**src/verilog/lb_pack.sv**
```systemverilog
// ----------------------------
// Local-bus widths and register map
// Control and status bit positions
// Trace word with entry and raw views
// ----------------------------
`default_nettype none

package lb_pack;

   // Bus widths
   localparam int LBUS_ADDR_WIDTH = 24;
   localparam int LBUS_DATA_WIDTH = 32;

   // High address bit steers reads to the trace memory
   localparam int TRACE_SEL_BIT = 23;

   // Register word addresses in the lower address space
   localparam logic [TRACE_SEL_BIT-1:0] ADDR_ID      = 'd0;
   localparam logic [TRACE_SEL_BIT-1:0] ADDR_CONTROL = 'd1;
   localparam logic [TRACE_SEL_BIT-1:0] ADDR_STATUS  = 'd2;
   localparam logic [TRACE_SEL_BIT-1:0] ADDR_SCRATCH = 'd3;

   localparam logic [LBUS_DATA_WIDTH-1:0] LB_ID_VALUE       = 32'h6c62_0a01;
   localparam logic [LBUS_DATA_WIDTH-1:0] LB_BAD_ADDR_VALUE = 32'hbad0_add0;

   // Control word bits
   localparam int CTRL_START_BIT   = 0;
   localparam int CTRL_LED_OVR_BIT = 1;
   localparam int CTRL_LED_LSB     = 2;

   // Status word bits, count field is TRACE_AW+1 wide
   localparam int STAT_BUSY_BIT  = 0;
   localparam int STAT_DONE_BIT  = 1;
   localparam int STAT_COUNT_LSB = 16;

   // Trace entry fields
   localparam int TRACE_SAMPLE_WIDTH = 16;
   localparam int TRACE_RUN_WIDTH    = 16;

   // One memory word, built as an entry and read back raw
   typedef union packed {
      struct packed {
         logic [TRACE_RUN_WIDTH-1:0]    run_len;
         logic [TRACE_SAMPLE_WIDTH-1:0] sample;
      } entry;
      logic [LBUS_DATA_WIDTH-1:0] raw;
   } trace_word_u;

endpackage

`default_nettype wire
```
**src/verilog/lb_subsys_top.sv**
```systemverilog
// ----------------------------
// Local-bus subsystem top level
// Registers, trace capture, LEDs
// ----------------------------
`timescale 1ns/1ps
`default_nettype none

module lb_subsys_top
   import lb_pack::*;
#(
   parameter int TRACE_AW = 6,
   parameter int HB_BIT   = 4
) (
   input  logic                          lb_clk,
   input  logic                          i_rst_n,
   // Local bus from the Ethernet bridge
   input  logic                          i_lb_valid,
   input  logic                          i_lb_rnw,
   input  logic                          i_lb_renable,
   input  logic [LBUS_ADDR_WIDTH-1:0]    i_lb_addr,
   input  logic [LBUS_DATA_WIDTH-1:0]    i_lb_wdata,
   output logic [LBUS_DATA_WIDTH-1:0]    o_lb_rdata,
   // Probe and board status
   input  logic [TRACE_SAMPLE_WIDTH-1:0] i_probe,
   input  logic                          i_gt_locked,
   output logic [3:0]                    o_led
);

   logic                trace_start;
   logic [TRACE_AW-1:0] trace_raddr;
   trace_word_u         trace_rword;
   logic                trace_busy;
   logic                trace_done;
   logic [TRACE_AW:0]   trace_count;
   logic                led_ovr;
   logic [3:0]          led_val;
   logic                rd_activity;

   // ----------------------------
   // Register block
   // ----------------------------
   lb_regs #(
      .TRACE_AW (TRACE_AW))
   i_lb_regs (
      .lb_clk        (lb_clk),
      .i_rst_n       (i_rst_n),
      .i_lb_valid    (i_lb_valid),
      .i_lb_rnw      (i_lb_rnw),
      .i_lb_renable  (i_lb_renable),
      .i_lb_addr     (i_lb_addr),
      .i_lb_wdata    (i_lb_wdata),
      .o_lb_rdata    (o_lb_rdata),
      .o_trace_start (trace_start),
      .o_trace_raddr (trace_raddr),
      .i_trace_rword (trace_rword),
      .i_trace_busy  (trace_busy),
      .i_trace_done  (trace_done),
      .i_trace_count (trace_count),
      .o_led_ovr     (led_ovr),
      .o_led_val     (led_val),
      .o_rd_activity (rd_activity)
   );

   // Capture runs in lb_clk, no crossing needed
   trace_capture #(
      .TRACE_AW (TRACE_AW))
   i_trace_capture (
      .lb_clk  (lb_clk),
      .i_rst_n (i_rst_n),
      .i_start (trace_start),
      .i_probe (i_probe),
      .o_busy  (trace_busy),
      .o_done  (trace_done),
      .o_count (trace_count),
      .i_raddr (trace_raddr),
      .o_rword (trace_rword)
   );

   status_leds #(
      .HB_BIT (HB_BIT))
   i_status_leds (
      .lb_clk        (lb_clk),
      .i_rst_n       (i_rst_n),
      .i_gt_locked   (i_gt_locked),
      .i_trace_done  (trace_done),
      .i_rd_activity (rd_activity),
      .i_led_ovr     (led_ovr),
      .i_led_val     (led_val),
      .o_led         (o_led)
   );

endmodule

`default_nettype wire

```
**src/verilog/status_leds.sv**
```systemverilog
// ----------------------------
// Heartbeat and activity stretcher
// LED select with override
// ----------------------------
`timescale 1ns/1ps
`default_nettype none

module status_leds #(
   parameter int HB_BIT = 4
) (
   input  logic       lb_clk,
   input  logic       i_rst_n,
   input  logic       i_gt_locked,
   input  logic       i_trace_done,
   input  logic       i_rd_activity,
   input  logic       i_led_ovr,
   input  logic [3:0] i_led_val,
   output logic [3:0] o_led
);

   logic [HB_BIT:0] hb_cnt;
   logic [3:0]      act_cnt;
   logic            act_on;

   // Free-running heartbeat, stretch each read to 8 cycles
   always_ff @(posedge lb_clk) begin
      if (!i_rst_n) begin
         hb_cnt  <= '0;
         act_cnt <= '0;
      end else begin
         hb_cnt <= hb_cnt + 1'b1;
         if (i_rd_activity)
            act_cnt <= 4'd8;
         else if (act_on)
            act_cnt <= act_cnt - 1'b1;
      end
   end

   assign act_on = (act_cnt != 4'd0);

   // Lock, heartbeat, activity, trace done
   assign o_led = i_led_ovr ? i_led_val
                            : {i_gt_locked, hb_cnt[HB_BIT], act_on, i_trace_done};

endmodule

`default_nettype wire

```
**src/verilog/trace_capture.sv**
```systemverilog
// ----------------------------
// Run-length trace capture engine
// Trace memory with registered read
// ----------------------------
`timescale 1ns/1ps
`default_nettype none

module trace_capture
   import lb_pack::*;
#(
   parameter int TRACE_AW = 6
) (
   input  logic                          lb_clk,
   input  logic                          i_rst_n,
   // Control from register block
   input  logic                          i_start,
   // Probe sample, one per clock
   input  logic [TRACE_SAMPLE_WIDTH-1:0] i_probe,
   // Status
   output logic                          o_busy,
   output logic                          o_done,
   output logic [TRACE_AW:0]             o_count,
   // Readback port
   input  logic [TRACE_AW-1:0]           i_raddr,
   output trace_word_u                   o_rword
);

   localparam int DEPTH = 2**TRACE_AW;

   logic [TRACE_SAMPLE_WIDTH-1:0] held;
   logic [TRACE_RUN_WIDTH-1:0]    run_cnt;
   logic                          primed;
   logic                          run_end;
   logic                          wr_en;
   logic                          last_entry;
   logic [TRACE_AW-1:0]           wr_addr;
   trace_word_u                   wr_word;
   trace_word_u                   mem [DEPTH];

   // ----------------------------
   // Run detection
   // ----------------------------
   // Run closes on a new value or a full counter
   assign run_end = (i_probe != held) || (run_cnt == '1);

   // No entry until a first sample is held
   assign wr_en = o_busy && primed && run_end;

   // Count doubles as the write pointer
   assign wr_addr    = o_count[TRACE_AW-1:0];
   assign last_entry = (wr_addr == '1);

   // Entry is run length over sample
   always_comb begin
      wr_word.entry.run_len = run_cnt;
      wr_word.entry.sample  = held;
   end

   // ----------------------------
   // Capture control
   // ----------------------------
   always_ff @(posedge lb_clk) begin
      if (!i_rst_n) begin
         o_busy  <= 1'b0;
         o_done  <= 1'b0;
         o_count <= '0;
         primed  <= 1'b0;
      end else if (i_start && !o_busy) begin
         // New capture, previous done cleared
         o_busy  <= 1'b1;
         o_done  <= 1'b0;
         o_count <= '0;
         primed  <= 1'b0;
      end else if (o_busy) begin
         primed <= 1'b1;
         if (wr_en) begin
            o_count <= o_count + 1'b1;
            // Memory full after this entry
            if (last_entry) begin
               o_busy <= 1'b0;
               o_done <= 1'b1;
            end
         end
      end
   end

   // Held sample and run length
   always_ff @(posedge lb_clk) begin
      if (o_busy) begin
         if (!primed || run_end) begin
            held    <= i_probe;
            run_cnt <= TRACE_RUN_WIDTH'(1);
         end else begin
            run_cnt <= run_cnt + 1'b1;
         end
      end
   end

   // ----------------------------
   // Trace memory
   // ----------------------------
   always_ff @(posedge lb_clk) begin
      if (wr_en)
         mem[wr_addr] <= wr_word;
      // Read is registered, one cycle after address
      o_rword <= mem[i_raddr];
   end

   // ----------------------------
   // Checks
   // ----------------------------
   // Pointer stays inside the memory for the whole capture
   a_addr_bound: assert property (@(posedge lb_clk) disable iff (!i_rst_n)
      o_busy |-> (o_count < (TRACE_AW+1)'(DEPTH)));

   // Busy hands over to done, never both
   a_busy_done: assert property (@(posedge lb_clk) disable iff (!i_rst_n)
      !(o_busy && o_done));

endmodule

`default_nettype wire

```
**src/verilog/lb_regs.sv**
```systemverilog
// ----------------------------
// Local-bus address decode
// Control, scratch and status registers
// Two-stage read-data pipeline
// ----------------------------
`timescale 1ns/1ps
`default_nettype none

module lb_regs
   import lb_pack::*;
#(
   parameter int TRACE_AW = 6
) (
   input  logic                       lb_clk,
   input  logic                       i_rst_n,
   // Local bus from the Ethernet bridge
   input  logic                       i_lb_valid,
   input  logic                       i_lb_rnw,
   input  logic                       i_lb_renable,
   input  logic [LBUS_ADDR_WIDTH-1:0] i_lb_addr,
   input  logic [LBUS_DATA_WIDTH-1:0] i_lb_wdata,
   output logic [LBUS_DATA_WIDTH-1:0] o_lb_rdata,
   // Trace capture engine
   output logic                       o_trace_start,
   output logic [TRACE_AW-1:0]        o_trace_raddr,
   input  trace_word_u                i_trace_rword,
   input  logic                       i_trace_busy,
   input  logic                       i_trace_done,
   input  logic [TRACE_AW:0]          i_trace_count,
   // LED driver
   output logic                       o_led_ovr,
   output logic [3:0]                 o_led_val,
   output logic                       o_rd_activity
);

   logic [TRACE_SEL_BIT-1:0]   reg_addr;
   logic                       reg_space;
   logic                       wr_en;
   logic                       rd_en;
   logic                       ctrl_sel;
   logic [LBUS_DATA_WIDTH-1:0] scratch;
   logic [LBUS_DATA_WIDTH-1:0] ctrl_word;
   logic [LBUS_DATA_WIDTH-1:0] status_word;
   logic [LBUS_DATA_WIDTH-1:0] reg_mux;
   logic [LBUS_DATA_WIDTH-1:0] reg_rdata_s1;
   logic                       rd_valid_s1;
   logic                       rd_trace_s1;

   // ----------------------------
   // Decode
   // ----------------------------
   assign reg_addr  = i_lb_addr[TRACE_SEL_BIT-1:0];
   assign reg_space = ~i_lb_addr[TRACE_SEL_BIT];
   assign wr_en     = i_lb_valid & ~i_lb_rnw;
   assign rd_en     = i_lb_valid & i_lb_rnw & i_lb_renable;
   assign ctrl_sel  = reg_space && (reg_addr == ADDR_CONTROL);

   // Memory address goes straight out, memory registers it
   assign o_trace_raddr = i_lb_addr[TRACE_AW-1:0];

   // ----------------------------
   // Write side
   // ----------------------------
   always_ff @(posedge lb_clk) begin
      if (!i_rst_n) begin
         o_trace_start <= 1'b0;
         o_led_ovr     <= 1'b0;
         o_led_val     <= '0;
         scratch       <= '0;
      end else begin
         // Start bit never stored, one pulse per write
         o_trace_start <= wr_en & ctrl_sel & i_lb_wdata[CTRL_START_BIT];
         if (wr_en && ctrl_sel) begin
            o_led_ovr <= i_lb_wdata[CTRL_LED_OVR_BIT];
            o_led_val <= i_lb_wdata[CTRL_LED_LSB +: 4];
         end
         if (wr_en && reg_space && (reg_addr == ADDR_SCRATCH))
            scratch <= i_lb_wdata;
      end
   end

   // Readback views
   always_comb begin
      ctrl_word = '0;
      ctrl_word[CTRL_LED_OVR_BIT] = o_led_ovr;
      ctrl_word[CTRL_LED_LSB +: 4] = o_led_val;
   end

   always_comb begin
      status_word = '0;
      status_word[STAT_BUSY_BIT] = i_trace_busy;
      status_word[STAT_DONE_BIT] = i_trace_done;
      status_word[STAT_COUNT_LSB +: TRACE_AW+1] = i_trace_count;
   end

   always_comb begin
      case (reg_addr)
         ADDR_ID:      reg_mux = LB_ID_VALUE;
         ADDR_CONTROL: reg_mux = ctrl_word;
         ADDR_STATUS:  reg_mux = status_word;
         ADDR_SCRATCH: reg_mux = scratch;
         default:      reg_mux = LB_BAD_ADDR_VALUE;
      endcase
   end

   // ----------------------------
   // Read pipeline
   // ----------------------------
   // Stage 1 lines up with the memory read register
   always_ff @(posedge lb_clk) begin
      if (!i_rst_n) begin
         rd_valid_s1 <= 1'b0;
      end else begin
         rd_valid_s1 <= rd_en;
      end
   end

   always_ff @(posedge lb_clk) begin
      reg_rdata_s1 <= reg_mux;
      rd_trace_s1  <= i_lb_addr[TRACE_SEL_BIT];
   end

   // Stage 2 output register, holds until the next read
   always_ff @(posedge lb_clk) begin
      if (!i_rst_n) begin
         o_lb_rdata <= '0;
      end else if (rd_valid_s1) begin
         o_lb_rdata <= rd_trace_s1 ? i_trace_rword.raw : reg_rdata_s1;
      end
   end

   // One pulse per read for the activity LED
   assign o_rd_activity = rd_valid_s1;

   // ----------------------------
   // Checks
   // ----------------------------
   // Start and override writes need a defined address
   a_ctrl_write: assert property (@(posedge lb_clk) disable iff (!i_rst_n)
      wr_en |-> !$isunknown(i_lb_addr));

   // Read data only updates two cycles after a read strobe
   a_rdata_latency: assert property (@(posedge lb_clk) disable iff (!i_rst_n)
      $changed(o_lb_rdata) |-> $past(rd_en, 2));

endmodule

`default_nettype wire

```
**config.mk**
```make
export PLATFORM = sky130hd
export DESIGN_NAME = lb_subsys_top
export DESIGN_NICKNAME = d
export VERILOG_FILES = /design/src/verilog/lb_pack.sv /design/src/verilog/lb_subsys_top.sv /design/src/verilog/status_leds.sv /design/src/verilog/trace_capture.sv /design/src/verilog/lb_regs.sv
export SDC_FILE = /design/constraint.sdc
export NUM_CORES = 2
export LEC_CHECK = 0
export BUFFER_PORTS_ARGS = -buffer_cell sky130_fd_sc_hd__buf_2
export CAP_MARGIN = 10
export CORE_ASPECT_RATIO = 1.4
export CORE_MARGIN = 4
export CORE_UTILIZATION = 49
export DETAILED_ROUTE_END_ITERATION = 10
export PLACE_DENSITY = 0.7
export SYNTH_ARGS = -nofsm -noshare
export SYNTH_HDL_FRONTEND = slang
export SYNTH_SLANG_ARGS = --single-unit
export TNS_END_PERCENT = 5
```
**constraint.sdc**
```tcl
create_clock -name lb_clk -period 10.5 [get_ports lb_clk]
set_clock_uncertainty 0.15 [all_clocks]
set_input_delay 1.05 -clock lb_clk [delete_from_list [all_inputs] [get_ports lb_clk]]
set_output_delay 1.05 -clock lb_clk [all_outputs]
set_load 0.1 [all_outputs]
```
==> flow_metrics.env <==
export IMPL_clockBufferDepth=3
export IMPL_drc=0
export IMPL_ys_top_cells_by_area="edfxtp_1 (73%), mux4_2 (14%), dfxtp_1 (3.6%)"
export IMPL_nFillCells=12600
export IMPL_drv_slew=0
export IMPL_cp_slowest_cell="nor2_4"
export IMPL_routabilityCongestion=0.845
export IMPL_cap_viol_max_count=0
export IMPL_routed_wl_microns=218000
export IMPL_synthTopCellsByCount="edfxtp_1 (2,080), mux4_2 (544), mux2i_1 (184)"
export IMPL_path_depth=8
export IMPL_design_portCount=114
export IMPL_critPathKind="flop to flop"
export IMPL_placed_area_sq_um=89200
export IMPL_startpoint_type="flop"
export IMPL_reg2regPathDepth=8
export IMPL_path_buf_inv=1
export IMPL_synth_top_area_share_pct=73.4
export IMPL_final_cells=6613
export IMPL_root_buffer="clkbuf_16"
export IMPL_rows=180
export IMPL_grt_max_degree=109
export IMPL_p_total_mw=17.5
export IMPL_yosys_warnings=0
export IMPL_coreArea_sq_um=172000
export IMPL_synthFlopType="edfxtp_1"
export IMPL_cts_tree="yes"
export IMPL_cts_hold_buf=0
export IMPL_multi_input_area_sq_um=19100
export IMPL_drive_above_1_share_pct=27.1
export IMPL_hold_depth=1
export IMPL_first_pass_iters=5
export IMPL_htreeDepth=4
export IMPL_area_growth_pct=12.2
export IMPL_dp_cells=6238
export IMPL_worst_pin_slew_ns=1.27
export IMPL_grt_pass1_vias=41700
export IMPL_clkSinkCount=2235
export IMPL_rsz0062_at_grt="false"
export IMPL_maxSlewHeadroom_pct=15.3
export IMPL_io_buffer_count=113
export IMPL_fin_nets=4247
export IMPL_post_drt_via_cell_ratio=6.27
export IMPL_setup_tns_ns=0
export IMPL_slowest_delay_ns=1.14
export IMPL_finish_instance_area_sq_um=95600
export IMPL_hold_violations=0
export IMPL_synth_seq_cells=2235
export IMPL_fin_util_pct=55.5
export IMPL_vias=41400
export IMPL_path_cells="buf_4 > ha_1 > and3_1 > nand3_1 > nor4_2 > nor2_1 > or4_1 > nor2_4"
export IMPL_drtIter0Drc=5646
export IMPL_max_freq_mhz=178
export IMPL_path_clk_slew_ns=0.07
export IMPL_post_cts_repair_setup_buffers=0
export IMPL_cp_required_ns=10.79
export IMPL_postSynthAreaPerCell_sq_um=21.6
export IMPL_synth_edff_count=2080
export IMPL_grt_pass1_wl_microns=310000
export IMPL_die_w_microns=360
export IMPL_start_util_pct=49.4
export IMPL_hpwl_microns=126000
export IMPL_wl_per_cell_microns=33.0
export IMPL_synth_distinct_cells=57
export IMPL_cp_arrival_ns=5.92
export IMPL_min_period_over_period_pct=53.6
export IMPL_syn_inst=3935
export IMPL_syn_cell_area_sq_um=85100
export IMPL_period_needed_ns=5.63
export IMPL_ir_worst_vdd_uv=182
export IMPL_die_area_sq_um=181000
export IMPL_cts_resized=0
export IMPL_hold_class="primary input to flop"
export IMPL_cts_made_buffers=197
export IMPL_synth_seq_area_share_pct=77.0
export IMPL_seq_area_sq_um=65600
export IMPL_crit_family="simple AND/OR/NAND/NOR gates"
export IMPL_status="finished, final reports clean"
export IMPL_async_flop_share_pct=0
export IMPL_end_kind="flop"
export IMPL_ant_nets=0
export IMPL_syn_nets=4018
export IMPL_yosysTopAreaCell="edfxtp_1"
export IMPL_crit_fanout=67
export IMPL_p_per_area_nw_per_um2=183
export IMPL_p_leak_nw=29.8
export IMPL_clock_latency_ns=0.84
export IMPL_overflow=0
export IMPL_yosysMostFrequentCell="edfxtp_1"
export IMPL_track_usage_pct=24.2
export IMPL_setup_viol_count_final=0
export IMPL_die_h_microns=501
export IMPL_grt_antenna_before_repair=13
where the power goes:
part	switching, mW	internal [mW]
sequential	0.0529	9.61
combinational	0.464	0.296
clock	3.18	3.87
worst reg2reg max path, stage by stage, from the launching register on:
cell,delay (ns)
edfxtp_1,0.32
buf_4,0.63
ha_1,0.33
and3_1,0.22
nand3_1,0.17
nor4_2,0.88
nor2_1,0.31
or4_1,1.04
nor2_4,1.14
stage by stage:
step / setup WS [ns] / hold slack, ns
floorplan: 5.33 / 0.270
CTS: 4.89 / 0.113
finish: 4.87 / 0.183
detailed placement: 4.93 / 0.282
global placement: 5.04 / 0.281
global route: 4.62 / 0.144
flip-flops by register name, summed over array words and instances (netlist names), 7 cells and up:
signal,count
i_trace_capture.o_count,7
i_trace_capture.run_cnt,16
i_lb_regs.reg_rdata_s1,32
i_lb_regs.scratch,32
i_trace_capture.mem,2048
i_trace_capture.held,16
i_trace_capture.o_rword,32
i_lb_regs.o_lb_rdata,32
routing by layer:
| metal | vias up | routed length [microns] | track usage [%] |
|---|---|---|---|
| met5 | - | 34 | 0 |
| met4 | 6 | 12200 | 11.8 |
| met3 | 409 | 19500 | 4.35 |
| met2 | 2238 | 109000 | 39.9 |
| met1 | 22000 | 77300 | 31.4 |
| li1 | 16800 | - | - |
path summary, 6_finish.rpt:
kind	end	slack, ns	startpoint
setup reg to reg	i_trace_capture.mem[60][10]$_DFFE_PP_	4.87	i_trace_capture.run_cnt[0]$_SDFFCE_PP1P_
hold / removal	i_lb_regs.rd_trace_s1$_DFF_P_	0.18	i_lb_addr[23]
setup / recovery	i_trace_capture.mem[60][10]$_DFFE_PP_	4.87	i_trace_capture.run_cnt[0]$_SDFFCE_PP1P_
hold reg to reg	i_lb_regs.reg_rdata_s1[27]$_DFF_P_	0.28	i_lb_regs.scratch[27]$_SDFFE_PN0P_
layout make-up:
cell class / count / area share [%]
clock inverter: 89 / 0.909
tap: 2275 / 2.98
antenna: 9 / 0.0236
timing repair buffer: 245 / 1.78
multi-input combinational: 1473 / 20.0
sequential: 2235 / 68.6
inverter: 12 / 0.0471
clock buffer: 275 / 5.66
logic make-up (layout without fill, tap and decap cells):
group,count (synthesis),in the layout,synth area share [%]
XOR/XNOR,38,38,0.391
other,0,9,0
flip-flops,2235,2235,77.0
AND/OR/NAND/NOR,392,392,2.19
buffers and inverters,227,621,1.18
adder cells (fa/ha/maj),5,5,0.0735
multiplexers,748,748,16.8
AO/OA/AOI/OAI,290,290,2.35
cell usage in the layout (no fill, tap or decap), drive strengths merged, types with 23 or more instances in the layout:
master	count
a211oi	34
a21oi	68
a22oi	45
buf	245
clkbuf	275
clkinv	62
dfxtp	155
edfxtp	2080
mux2i	184
mux4	544
nand2	117
nand3	23
nor2	124
nor2b	67
o211a	32
o21ai	49
xor2	26
No activity file was read; power rests on OpenSTA's default activity.
